==> config.mk <==
export PLATFORM = sky130hd
export DESIGN_NAME = uart_cmd_top
export DESIGN_NICKNAME = d
export VERILOG_FILES = /design/src/uart_cmd_pkg.sv /design/src/uart_cmd_top.sv /design/src/uart_tx.sv /design/src/reg_bank.sv /design/src/cmd_assembler.sv /design/src/uart_rx.sv
export SDC_FILE = /design/constraint.sdc
export NUM_CORES = 1
export LEC_CHECK = 0
export ABC_AREA = 1
export BUFFER_PORTS_ARGS = -buffer_cell sky130_fd_sc_hd__buf_2
export CELL_PAD_IN_SITES_DETAIL_PLACEMENT = 0
export CELL_PAD_IN_SITES_GLOBAL_PLACEMENT = 1
export CORE_MARGIN = 4
export CORE_UTILIZATION = 45
export CTS_BUF_LIST = sky130_fd_sc_hd__clkbuf_16
export CTS_CLUSTER_SIZE = 40
export DETAILED_ROUTE_END_ITERATION = 10
export GPL_TIMING_DRIVEN = 0
export PLACE_DENSITY = 0.7
export SLEW_MARGIN = 40
export SYNTH_ARGS = -nofsm -noshare
export SYNTH_HDL_FRONTEND = slang
export SYNTH_SLANG_ARGS = --single-unit
==> constraint.sdc <==
create_clock -name clk -period 4 [get_ports clk]
set_input_delay 0.4 -clock clk [delete_from_list [all_inputs] [get_ports clk]]
set_output_delay 0.4 -clock clk [all_outputs]
set_load 0.05 [all_outputs]
==> src/uart_cmd_pkg.sv <==
package uart_cmd_pkg;

    // ========================================================================
    // command encoding
    // ========================================================================

    // opcode byte, first byte of every command
    typedef enum logic [7:0] {
        CMD_WRITE = 8'h01,      // store data byte at addr
        CMD_READ  = 8'h02       // send addressed register back on tx_line
    } cmd_op_e;                 // any other value is a no-op

    // three bytes as they arrive, oldest in the top bits
    typedef struct packed {
        cmd_op_e    op;         // byte 0
        logic [7:0] addr;       // byte 1, 16 and up is out of range
        logic [7:0] data;       // byte 2, don't care on read
    } cmd_t;

    // ========================================================================
    // serial FSM states
    // ========================================================================

    typedef enum logic [2:0] {
        RX_IDLE  = 3'd0,        // waiting for falling edge
        RX_START = 3'd1,        // inside start bit
        RX_DATA  = 3'd2,        // 8 data bits, lsb first
        RX_STOP  = 3'd3,        // up to stop bit mid-sample
        RX_DONE  = 3'd4         // one cycle, strobes go out
    } rx_state_e;

    typedef enum logic [1:0] {
        TX_IDLE  = 2'd0,        // line high
        TX_START = 2'd1,
        TX_DATA  = 2'd2,
        TX_STOP  = 2'd3
    } tx_state_e;

    // ========================================================================
    // constants
    // ========================================================================

    // clears a partly assembled command, never a payload byte
    localparam logic [7:0] RESYNC_BYTE = 8'hFF;

    // registers in the bank
    localparam int REG_COUNT = 16;

endpackage
==> src/uart_cmd_top.sv <==
`timescale 1ns/1ps

module uart_cmd_top #(
    parameter logic [15:0] BAUD_DIV = 16'd16   // clk cycles per bit
)
(
    input  logic       clk,
    input  logic       rst_n,
    input  logic       rx_line,                  // command stream in
    output logic       tx_line,                  // read replies out
    output logic [7:0] led,                      // mirror of register 0
    output logic       frame_err                 // pulse per bad stop bit
);

    import uart_cmd_pkg::*;

    // ========================================================================
    // internal strobes and data
    // ========================================================================
    logic [7:0] rx_byte;
    logic       byte_valid;
    cmd_t       cmd;
    logic       cmd_valid;
    logic [7:0] reply_byte;
    logic       reply_start;
    logic       tx_busy;        // transmitter level, no consumer in the datapath

    uart_rx #(
        .BAUD_DIV   (BAUD_DIV)
    ) u_uart_rx (
        .clk        (clk),
        .rst_n      (rst_n),
        .rx_line    (rx_line),
        .rx_byte    (rx_byte),
        .byte_valid (byte_valid),
        .frame_err  (frame_err)
    );

    cmd_assembler u_cmd_assembler (
        .clk        (clk),
        .rst_n      (rst_n),
        .rx_byte    (rx_byte),
        .byte_valid (byte_valid),
        .cmd        (cmd),
        .cmd_valid  (cmd_valid)
    );

    reg_bank u_reg_bank (
        .clk         (clk),
        .rst_n       (rst_n),
        .cmd         (cmd),
        .cmd_valid   (cmd_valid),
        .led         (led),
        .reply_byte  (reply_byte),
        .reply_start (reply_start)
    );

    // replies are 10 bit times, commands 30, so never busy on a new reply
    uart_tx #(
        .BAUD_DIV    (BAUD_DIV)
    ) u_uart_tx (
        .clk         (clk),
        .rst_n       (rst_n),
        .reply_byte  (reply_byte),
        .reply_start (reply_start),
        .tx_line     (tx_line),
        .tx_busy     (tx_busy)
    );

endmodule

==> src/uart_tx.sv <==
`timescale 1ns/1ps

module uart_tx #(
    parameter logic [15:0] BAUD_DIV = 16'd16   // clk cycles per bit, 4 or more
)
(
    input  logic       clk,
    input  logic       rst_n,
    input  logic [7:0] reply_byte,
    input  logic       reply_start,             // one-cycle request
    output logic       tx_line,                 // idles high
    output logic       tx_busy
);

    import uart_cmd_pkg::*;

    localparam logic [15:0] LAST_CNT = BAUD_DIV - 16'd1;

    tx_state_e   state;
    logic [15:0] baud_cnt;
    logic [2:0]  bit_cnt;       // data bit now on the line
    logic [7:0]  shift_reg;     // bit 0 is next to send
    logic        end_bit;
    logic        load;

    assign end_bit = (baud_cnt == LAST_CNT);
    assign load    = reply_start && (state == TX_IDLE);     // dropped when busy
    assign tx_busy = (state != TX_IDLE);

    always_ff @(posedge clk or negedge rst_n)
    begin
        if (!rst_n)
            baud_cnt <= '0;
        else if (state == TX_IDLE || end_bit)
            baud_cnt <= '0;
        else
            baud_cnt <= baud_cnt + 16'd1;
    end

    // ========================================================================
    // frame FSM, drives the line from a register
    // ========================================================================
    always_ff @(posedge clk or negedge rst_n)
    begin
        if (!rst_n)
        begin
            state   <= TX_IDLE;
            bit_cnt <= '0;
            tx_line <= 1'b1;
        end
        else
        begin
            case (state)
                TX_IDLE:
                    if (load)
                    begin
                        state   <= TX_START;
                        tx_line <= 1'b0;            // start bit next cycle
                    end
                TX_START:
                    if (end_bit)
                    begin
                        state   <= TX_DATA;
                        bit_cnt <= '0;
                        tx_line <= shift_reg[0];    // lsb first
                    end
                TX_DATA:
                    if (end_bit)
                    begin
                        if (bit_cnt == 3'd7)
                        begin
                            state   <= TX_STOP;
                            tx_line <= 1'b1;        // stop bit
                        end
                        else
                        begin
                            bit_cnt <= bit_cnt + 3'd1;
                            tx_line <= shift_reg[1];  // bit about to shift down
                        end
                    end
                TX_STOP:
                    if (end_bit)
                        state <= TX_IDLE;           // line already high
                default:
                begin
                    state   <= TX_IDLE;
                    tx_line <= 1'b1;
                end
            endcase
        end
    end

    // byte holder
    always_ff @(posedge clk)
    begin
        if (load)
            shift_reg <= reply_byte;
        else if (state == TX_DATA && end_bit)
            shift_reg <= {1'b0, shift_reg[7:1]};
    end

endmodule

==> src/reg_bank.sv <==
`timescale 1ns/1ps

module reg_bank (
    input  logic               clk,
    input  logic               rst_n,
    input  uart_cmd_pkg::cmd_t cmd,
    input  logic               cmd_valid,
    output logic [7:0]         led,
    output logic [7:0]         reply_byte,
    output logic               reply_start
);

    import uart_cmd_pkg::*;

    localparam int IDX_W = $clog2(REG_COUNT);

    logic [7:0]       regs [REG_COUNT];
    logic [IDX_W-1:0] idx;
    logic             addr_ok;      // addr inside the bank
    logic             do_write;
    logic             do_read;

    assign idx     = cmd.addr[IDX_W-1:0];
    assign addr_ok = (cmd.addr < 8'(REG_COUNT));

    // ========================================================================
    // opcode decode
    // ========================================================================
    always_comb
    begin
        do_write = 1'b0;
        do_read  = 1'b0;
        if (cmd_valid)
        begin
            case (cmd.op)
                CMD_WRITE:
                    do_write = addr_ok;     // out of range writes vanish
                CMD_READ:
                    do_read = 1'b1;         // always answered, maybe with 0x00
                default:
                begin
                    do_write = 1'b0;        // unknown opcode
                    do_read  = 1'b0;
                end
            endcase
        end
    end

    // ========================================================================
    // register storage
    // ========================================================================
    always_ff @(posedge clk or negedge rst_n)
    begin
        if (!rst_n)
        begin
            for (int i = 0; i < REG_COUNT; i++)
            begin
                regs[i] <= 8'h00;
            end
        end
        else if (do_write)
        begin
            regs[idx] <= cmd.data;
        end
    end

    assign led = regs[0];           // register 0 drives the leds

    // read reply, start strobe and byte in the same cycle
    always_ff @(posedge clk or negedge rst_n)
    begin
        if (!rst_n)
            reply_start <= 1'b0;
        else
            reply_start <= do_read;
    end

    always_ff @(posedge clk)
    begin
        if (do_read)
            reply_byte <= addr_ok ? regs[idx] : 8'h00;
    end

endmodule

==> src/cmd_assembler.sv <==
`timescale 1ns/1ps

module cmd_assembler (
    input  logic               clk,
    input  logic               rst_n,
    input  logic [7:0]         rx_byte,
    input  logic               byte_valid,     // one-cycle strobe from uart_rx
    output uart_cmd_pkg::cmd_t cmd,
    output logic               cmd_valid       // one cycle per full command
);

    import uart_cmd_pkg::*;

    logic [23:0] cmd_word;      // op in the top byte once three bytes are in
    logic [1:0]  byte_cnt;      // bytes taken since last command or resync
    logic        is_resync;
    logic        last_byte;

    assign is_resync = (rx_byte == RESYNC_BYTE);
    assign last_byte = (byte_cnt == 2'd2);

    // ========================================================================
    // byte collection
    // ========================================================================
    always_ff @(posedge clk or negedge rst_n)
    begin
        if (!rst_n)
        begin
            cmd_word  <= '0;
            byte_cnt  <= '0;
            cmd_valid <= 1'b0;
        end
        else
        begin
            cmd_valid <= 1'b0;                  // strobe by default
            if (byte_valid)
            begin
                if (is_resync)
                begin
                    // marker byte, drop whatever was collected
                    cmd_word <= '0;
                    byte_cnt <= '0;
                end
                else
                begin
                    cmd_word <= {cmd_word[15:0], rx_byte};
                    if (last_byte)
                    begin
                        byte_cnt  <= '0;
                        cmd_valid <= 1'b1;      // word is complete next cycle
                    end
                    else
                    begin
                        byte_cnt <= byte_cnt + 2'd1;
                    end
                end
            end
        end
    end

    // word register read as op, addr, data
    assign cmd = cmd_t'(cmd_word);

endmodule

==> src/uart_rx.sv <==
`timescale 1ns/1ps

module uart_rx #(
    parameter logic [15:0] BAUD_DIV = 16'd16   // clk cycles per bit, 4 or more
)
(
    input  logic       clk,
    input  logic       rst_n,
    input  logic       rx_line,                  // async serial in, idles high
    output logic [7:0] rx_byte,
    output logic       byte_valid,
    output logic       frame_err
);

    import uart_cmd_pkg::*;

    localparam logic [15:0] HALF_CNT = BAUD_DIV >> 1;       // mid-bit sample point
    localparam logic [15:0] LAST_CNT = BAUD_DIV - 16'd1;    // last cycle of a bit

    rx_state_e   state;
    rx_state_e   state_nxt;
    logic        rx_meta;       // first sync stage
    logic        rx_sync;       // safe copy of rx_line
    logic        rx_prev;       // one cycle older, for edge detect
    logic        fall;
    logic [15:0] baud_cnt;
    logic [2:0]  bit_cnt;       // data bit index
    logic        mid_bit;
    logic        end_bit;

    // ========================================================================
    // input synchronizer and edge detect
    // ========================================================================
    always_ff @(posedge clk or negedge rst_n)
    begin
        if (!rst_n)
        begin
            rx_meta <= 1'b1;    // idle level
            rx_sync <= 1'b1;
            rx_prev <= 1'b1;
        end
        else
        begin
            rx_meta <= rx_line;
            rx_sync <= rx_meta;
            rx_prev <= rx_sync;
        end
    end

    assign fall    = rx_prev & ~rx_sync;            // high to low on the line
    assign mid_bit = (baud_cnt == HALF_CNT);
    assign end_bit = (baud_cnt == LAST_CNT);

    // bit timing, held at zero between frames
    always_ff @(posedge clk or negedge rst_n)
    begin
        if (!rst_n)
            baud_cnt <= '0;
        else if (state == RX_IDLE || state == RX_DONE || end_bit)
            baud_cnt <= '0;
        else
            baud_cnt <= baud_cnt + 16'd1;
    end

    always_ff @(posedge clk or negedge rst_n)
    begin
        if (!rst_n)
            bit_cnt <= '0;
        else if (state == RX_IDLE)
            bit_cnt <= '0;
        else if (state == RX_DATA && end_bit)
            bit_cnt <= bit_cnt + 3'd1;      // wraps to 0 after bit 7
    end

    // ========================================================================
    // frame FSM
    // ========================================================================
    always_comb
    begin
        state_nxt = state;
        case (state)
            RX_IDLE:
                if (fall)
                    state_nxt = RX_START;
            RX_START:
            begin
                if (mid_bit && rx_sync)
                    state_nxt = RX_IDLE;    // line back high so only a glitch
                else if (end_bit)
                    state_nxt = RX_DATA;
            end
            RX_DATA:
                if (end_bit && bit_cnt == 3'd7)
                    state_nxt = RX_STOP;
            RX_STOP:
                if (mid_bit)
                    state_nxt = RX_DONE;    // no need to wait out the stop bit
            RX_DONE:
                state_nxt = rx_sync ? RX_IDLE : RX_START;
            default:
                state_nxt = RX_IDLE;
        endcase
    end

    always_ff @(posedge clk or negedge rst_n)
    begin
        if (!rst_n)
            state <= RX_IDLE;
        else
            state <= state_nxt;
    end

    // stop bit check, one strobe or the other
    always_ff @(posedge clk or negedge rst_n)
    begin
        if (!rst_n)
        begin
            byte_valid <= 1'b0;
            frame_err  <= 1'b0;
        end
        else
        begin
            byte_valid <= (state == RX_STOP) && mid_bit && rx_sync;
            frame_err  <= (state == RX_STOP) && mid_bit && !rx_sync;
        end
    end

    // data shifter, lsb arrives first and ends up in bit 0
    always_ff @(posedge clk)
    begin
        if (state == RX_DATA && mid_bit)
            rx_byte <= {rx_sync, rx_byte[7:1]};
    end

endmodule

==> impl_metrics.env <==
export IMPL_status="finished, final reports clean"
export IMPL_cp_num_cells=5
export IMPL_largest_reg_flops=120
export IMPL_r2r_cells=5
export IMPL_stdcell_count=1484
export IMPL_core_mm2=0.02271
export IMPL_max_stage_delay_ps=510
export IMPL_dp_cells=1433
export IMPL_drc_errors=0
export IMPL_syn_inst=1133
export IMPL_pre_cts_ws_ps=1906
export IMPL_period_share=0.5048
export IMPL_ys_async_sr_fraction=0.8952
export IMPL_path_delay_family="simple AND/OR/NAND/NOR gates"
export IMPL_cp_buffers_inverters=0
export IMPL_critical_path_class="reg -> reg"
export IMPL_slowest_stage="nor2_1"
export IMPL_dr_pass1_iters=5
export IMPL_viasPerCell=5.160
export IMPL_p_leak_nw=5.462
export IMPL_grtUsageMet1=0.2931
export IMPL_r2r_slack_ps=1980
export IMPL_largest_register="u_reg_bank.regs"
export IMPL_fin_ws_ps=1981
export IMPL_grt_pass1_wl_um=40550
export IMPL_dpl_cell_area_mm2=0.01094
export IMPL_ys_seq_area_frac=0.5618
export IMPL_synthDistinctLibCells=34
export IMPL_grt_busiest_layer="met2"
export IMPL_ys_ff_latch=229
export IMPL_cp_cell_sequence="nor2_1 > nand2_1 > nor2_1 > nand2_1 > nor2_1"
export IMPL_synth_area_leaders="dfrtp_1, nand2_1, edfxtp_1"
export IMPL_peakVddDrop_v=0.0004872
export IMPL_cts_tree="built"
export IMPL_grt_use_met3=0.02452
export IMPL_n_fill_cell=2106
export IMPL_grt_pass1_vias=7524
export IMPL_overflow=0
export IMPL_ant_nets=0
export IMPL_min_path_type="reg -> reg"
export IMPL_antenna_found_initial=0
export IMPL_area_growth_pct=14.11
export IMPL_worst_pin_slew_ps=746.3
export IMPL_cp_max_fo=8
export IMPL_synth_top_area_frac=0.4826
export IMPL_rows=55
export IMPL_io_buffer_count=12
export IMPL_htreeDepth=1
export IMPL_hold_viol_final=0
export IMPL_wl_um=24360
export IMPL_max_freq_mhz=495.3
export IMPL_crit_arrival_ps=2180
export IMPL_cts_root_buf="clkbuf_16"
export IMPL_fin_area_mm2=0.01189
export IMPL_vias=7658
export IMPL_fin_util=0.5237
export IMPL_synth_avg_cell_area_um2=9.199
export IMPL_drtIter0Drc=385
export IMPL_netlist_area_mm2=0.01042
export IMPL_grt_usage=0.1927
export IMPL_io_pins=13
export IMPL_worstPathRequired_ps=4160
export IMPL_cts_buffer_depth=3
export IMPL_setup_violations=0
export IMPL_maxSlewHeadroom=0.4998
export IMPL_maxCapViolations=0
export IMPL_r2r_end="u_uart_rx.rx_byte[6]$_DFFE_PP_"
export IMPL_synth_most_common_cell="nand2_1"
export IMPL_die_h_um=160.2
export IMPL_grt_max_degree=67
export IMPL_dp_hpwl_um=17400
export IMPL_r2r_start="u_uart_rx.baud_cnt[14]$_DFF_PN0_"
export IMPL_cts_sinks=229
export IMPL_start_util=0.4590
export IMPL_dieArea_mm2=0.02566
export IMPL_antenna_cells=0
export IMPL_synth_edf_count=24
export IMPL_final_net_count=1193
export IMPL_numCtsBuffers=27
export IMPL_post_cts_setup_buffer_count=0
export IMPL_finClkSkew_ps=12.33
export IMPL_synth_fp_nets=1147
export IMPL_drive_above_1_share=0.1410
export IMPL_crit_end="u_uart_rx.rx_byte[6]$_DFFE_PP_"
export IMPL_synth_commonest_cells="nand2_1, dfrtp_1, o21ai_1"
export IMPL_clock_latency_ps=530
export IMPL_startpoint_type="flop"
export IMPL_period_needed_ps=2019
export IMPL_crit_path_end_kind="flop"
export IMPL_synthFlopType="dfrtp_1"
export IMPL_crit_top_cell="nor2_1"
export IMPL_slew_violations=0
export IMPL_yosys_area_top_type="dfrtp_1"
export IMPL_cts_clk_slew_worst_paths_ps=60
export IMPL_power_density_mw_per_mm2=491.7
export IMPL_use_met2=0.2979
export IMPL_place_congestion=0.7921
export IMPL_setup_tns_ps=0
export IMPL_rsz0062_at_grt="no"
export IMPL_wire_per_inst_um=16.41
export IMPL_die_x_um=160.2
export IMPL_ys_warn_count=0
export IMPL_crit_start="u_uart_rx.baud_cnt[14]$_DFF_PN0_"
==> report_power, final <==
group          total, mW  switching (mW)  internal [mW]
registers           2.52          0.0730           2.44
clock network       2.57           0.963           1.61
logic              0.760           0.607          0.152
==> worst register-to-register path: stages, from the launching register on <==
cell	delay [ps]
dfrtp_1	420
nor2_1	120
nand2_1	80
nor2_1	360
nand2_1	170
nor2_1	510
==> worst min path at each step <==
stage	end	depth (start not counted)	startpoint	slack, ps
final	u_uart_rx.rx_sync$_DFF_PN1_	0	u_uart_rx.rx_meta$_DFF_PN1_	360
after global placement	u_uart_rx.rx_sync$_DFF_PN1_	0	u_uart_rx.rx_meta$_DFF_PN1_	350
after detailed placement	u_uart_tx.baud_cnt[10]$_DFF_PN0_	1	rst_n	330
after CTS	u_uart_rx.rx_sync$_DFF_PN1_	0	u_uart_rx.rx_meta$_DFF_PN1_	360
after floorplan	u_cmd_assembler.byte_cnt[0]$_DFFE_PN0P_	0	rst_n	100
after global routing	u_uart_rx.rx_sync$_DFF_PN1_	0	u_uart_rx.rx_meta$_DFF_PN1_	370
==> cells in the final DEF (no fill, tap or decap), types with 3 or more instances in the layout <==
cell type	netlist	final
nand2_1	305	305
nor2_1	80	80
a21oi_1	15	15
inv_2	3	3
inv_1	80	85
buf_16	0	3
bufinv_16	0	6
nor3_1	12	11
a22oi_1	48	48
mux2_2	7	7
buf_4	8	8
nand2_4	4	4
dfstp_2	4	4
o21ai_0	43	42
clkbuf_1	15	13
o21ai_2	30	30
xor2_1	6	6
dfrtp_1	201	201
a31oi_1	4	4
clkinv_2	0	4
buf_2	16	27
o21ai_1	98	99
clkbuf_16	0	27
nor2_4	4	4
nand3_1	52	52
nand2_2	15	15
ha_1	11	11
clkinv_1	0	4
buf_6	16	16
nand4_1	22	22
edfxtp_1	24	24
==> final cells by class <==
class	instances	area, µm²	share of cell area
Clock buffer	27	675.6	0.05681
Clock inverter	22	257.7	0.02167
Multi-Input combinational cell	765	3880	0.3262
Tap cell	285	356.6	0.02998
Timing Repair Buffer	17	172.7	0.01452
Inverter	83	311.5	0.02620
Sequential cell	229	5856	0.4924
Buffer	56	382.9	0.03219
==> repair_timing <==
action | CTS | global route
resized for setup | 0 | 0
hold endpoints to repair | 43 | 0
hold buffers | 2 | 0
==> through the flow <==
| step | hold slack, ps | power [mW] |
|---|---|---|
| floorplan | 104.4 | 2.997 |
| global placement | 350.8 | 3.318 |
| detailed placement | 329.2 | 3.328 |
| CTS | 357.9 | 5.925 |
| global route | 366.9 | 6.126 |
| finish | 356.2 | 5.847 |
==> logic make-up (layout without fill, tap and decap cells) <==
logic type,after synthesis,in the layout,synth area share
flip-flops,229,229,0.5618
buffers and inverters,139,205,0.06639
AND/OR/NAND/NOR,498,498,0.2054
AO/OA/AOI/OAI,243,243,0.1406
adder cells (fa/ha/maj),11,11,0.01321
XOR/XNOR,6,6,0.005042
multiplexers,7,7,0.007563
==> routing by layer <==
metal | up-vias | part of all wire
met5 | - | 0
met2 | 83 | 0.44
li1 | 3867 | -
met1 | 3677 | 0.51
met4 | 0 | 0.020
met3 | 31 | 0.029
No activity file was read; power rests on OpenSTA's default activity.
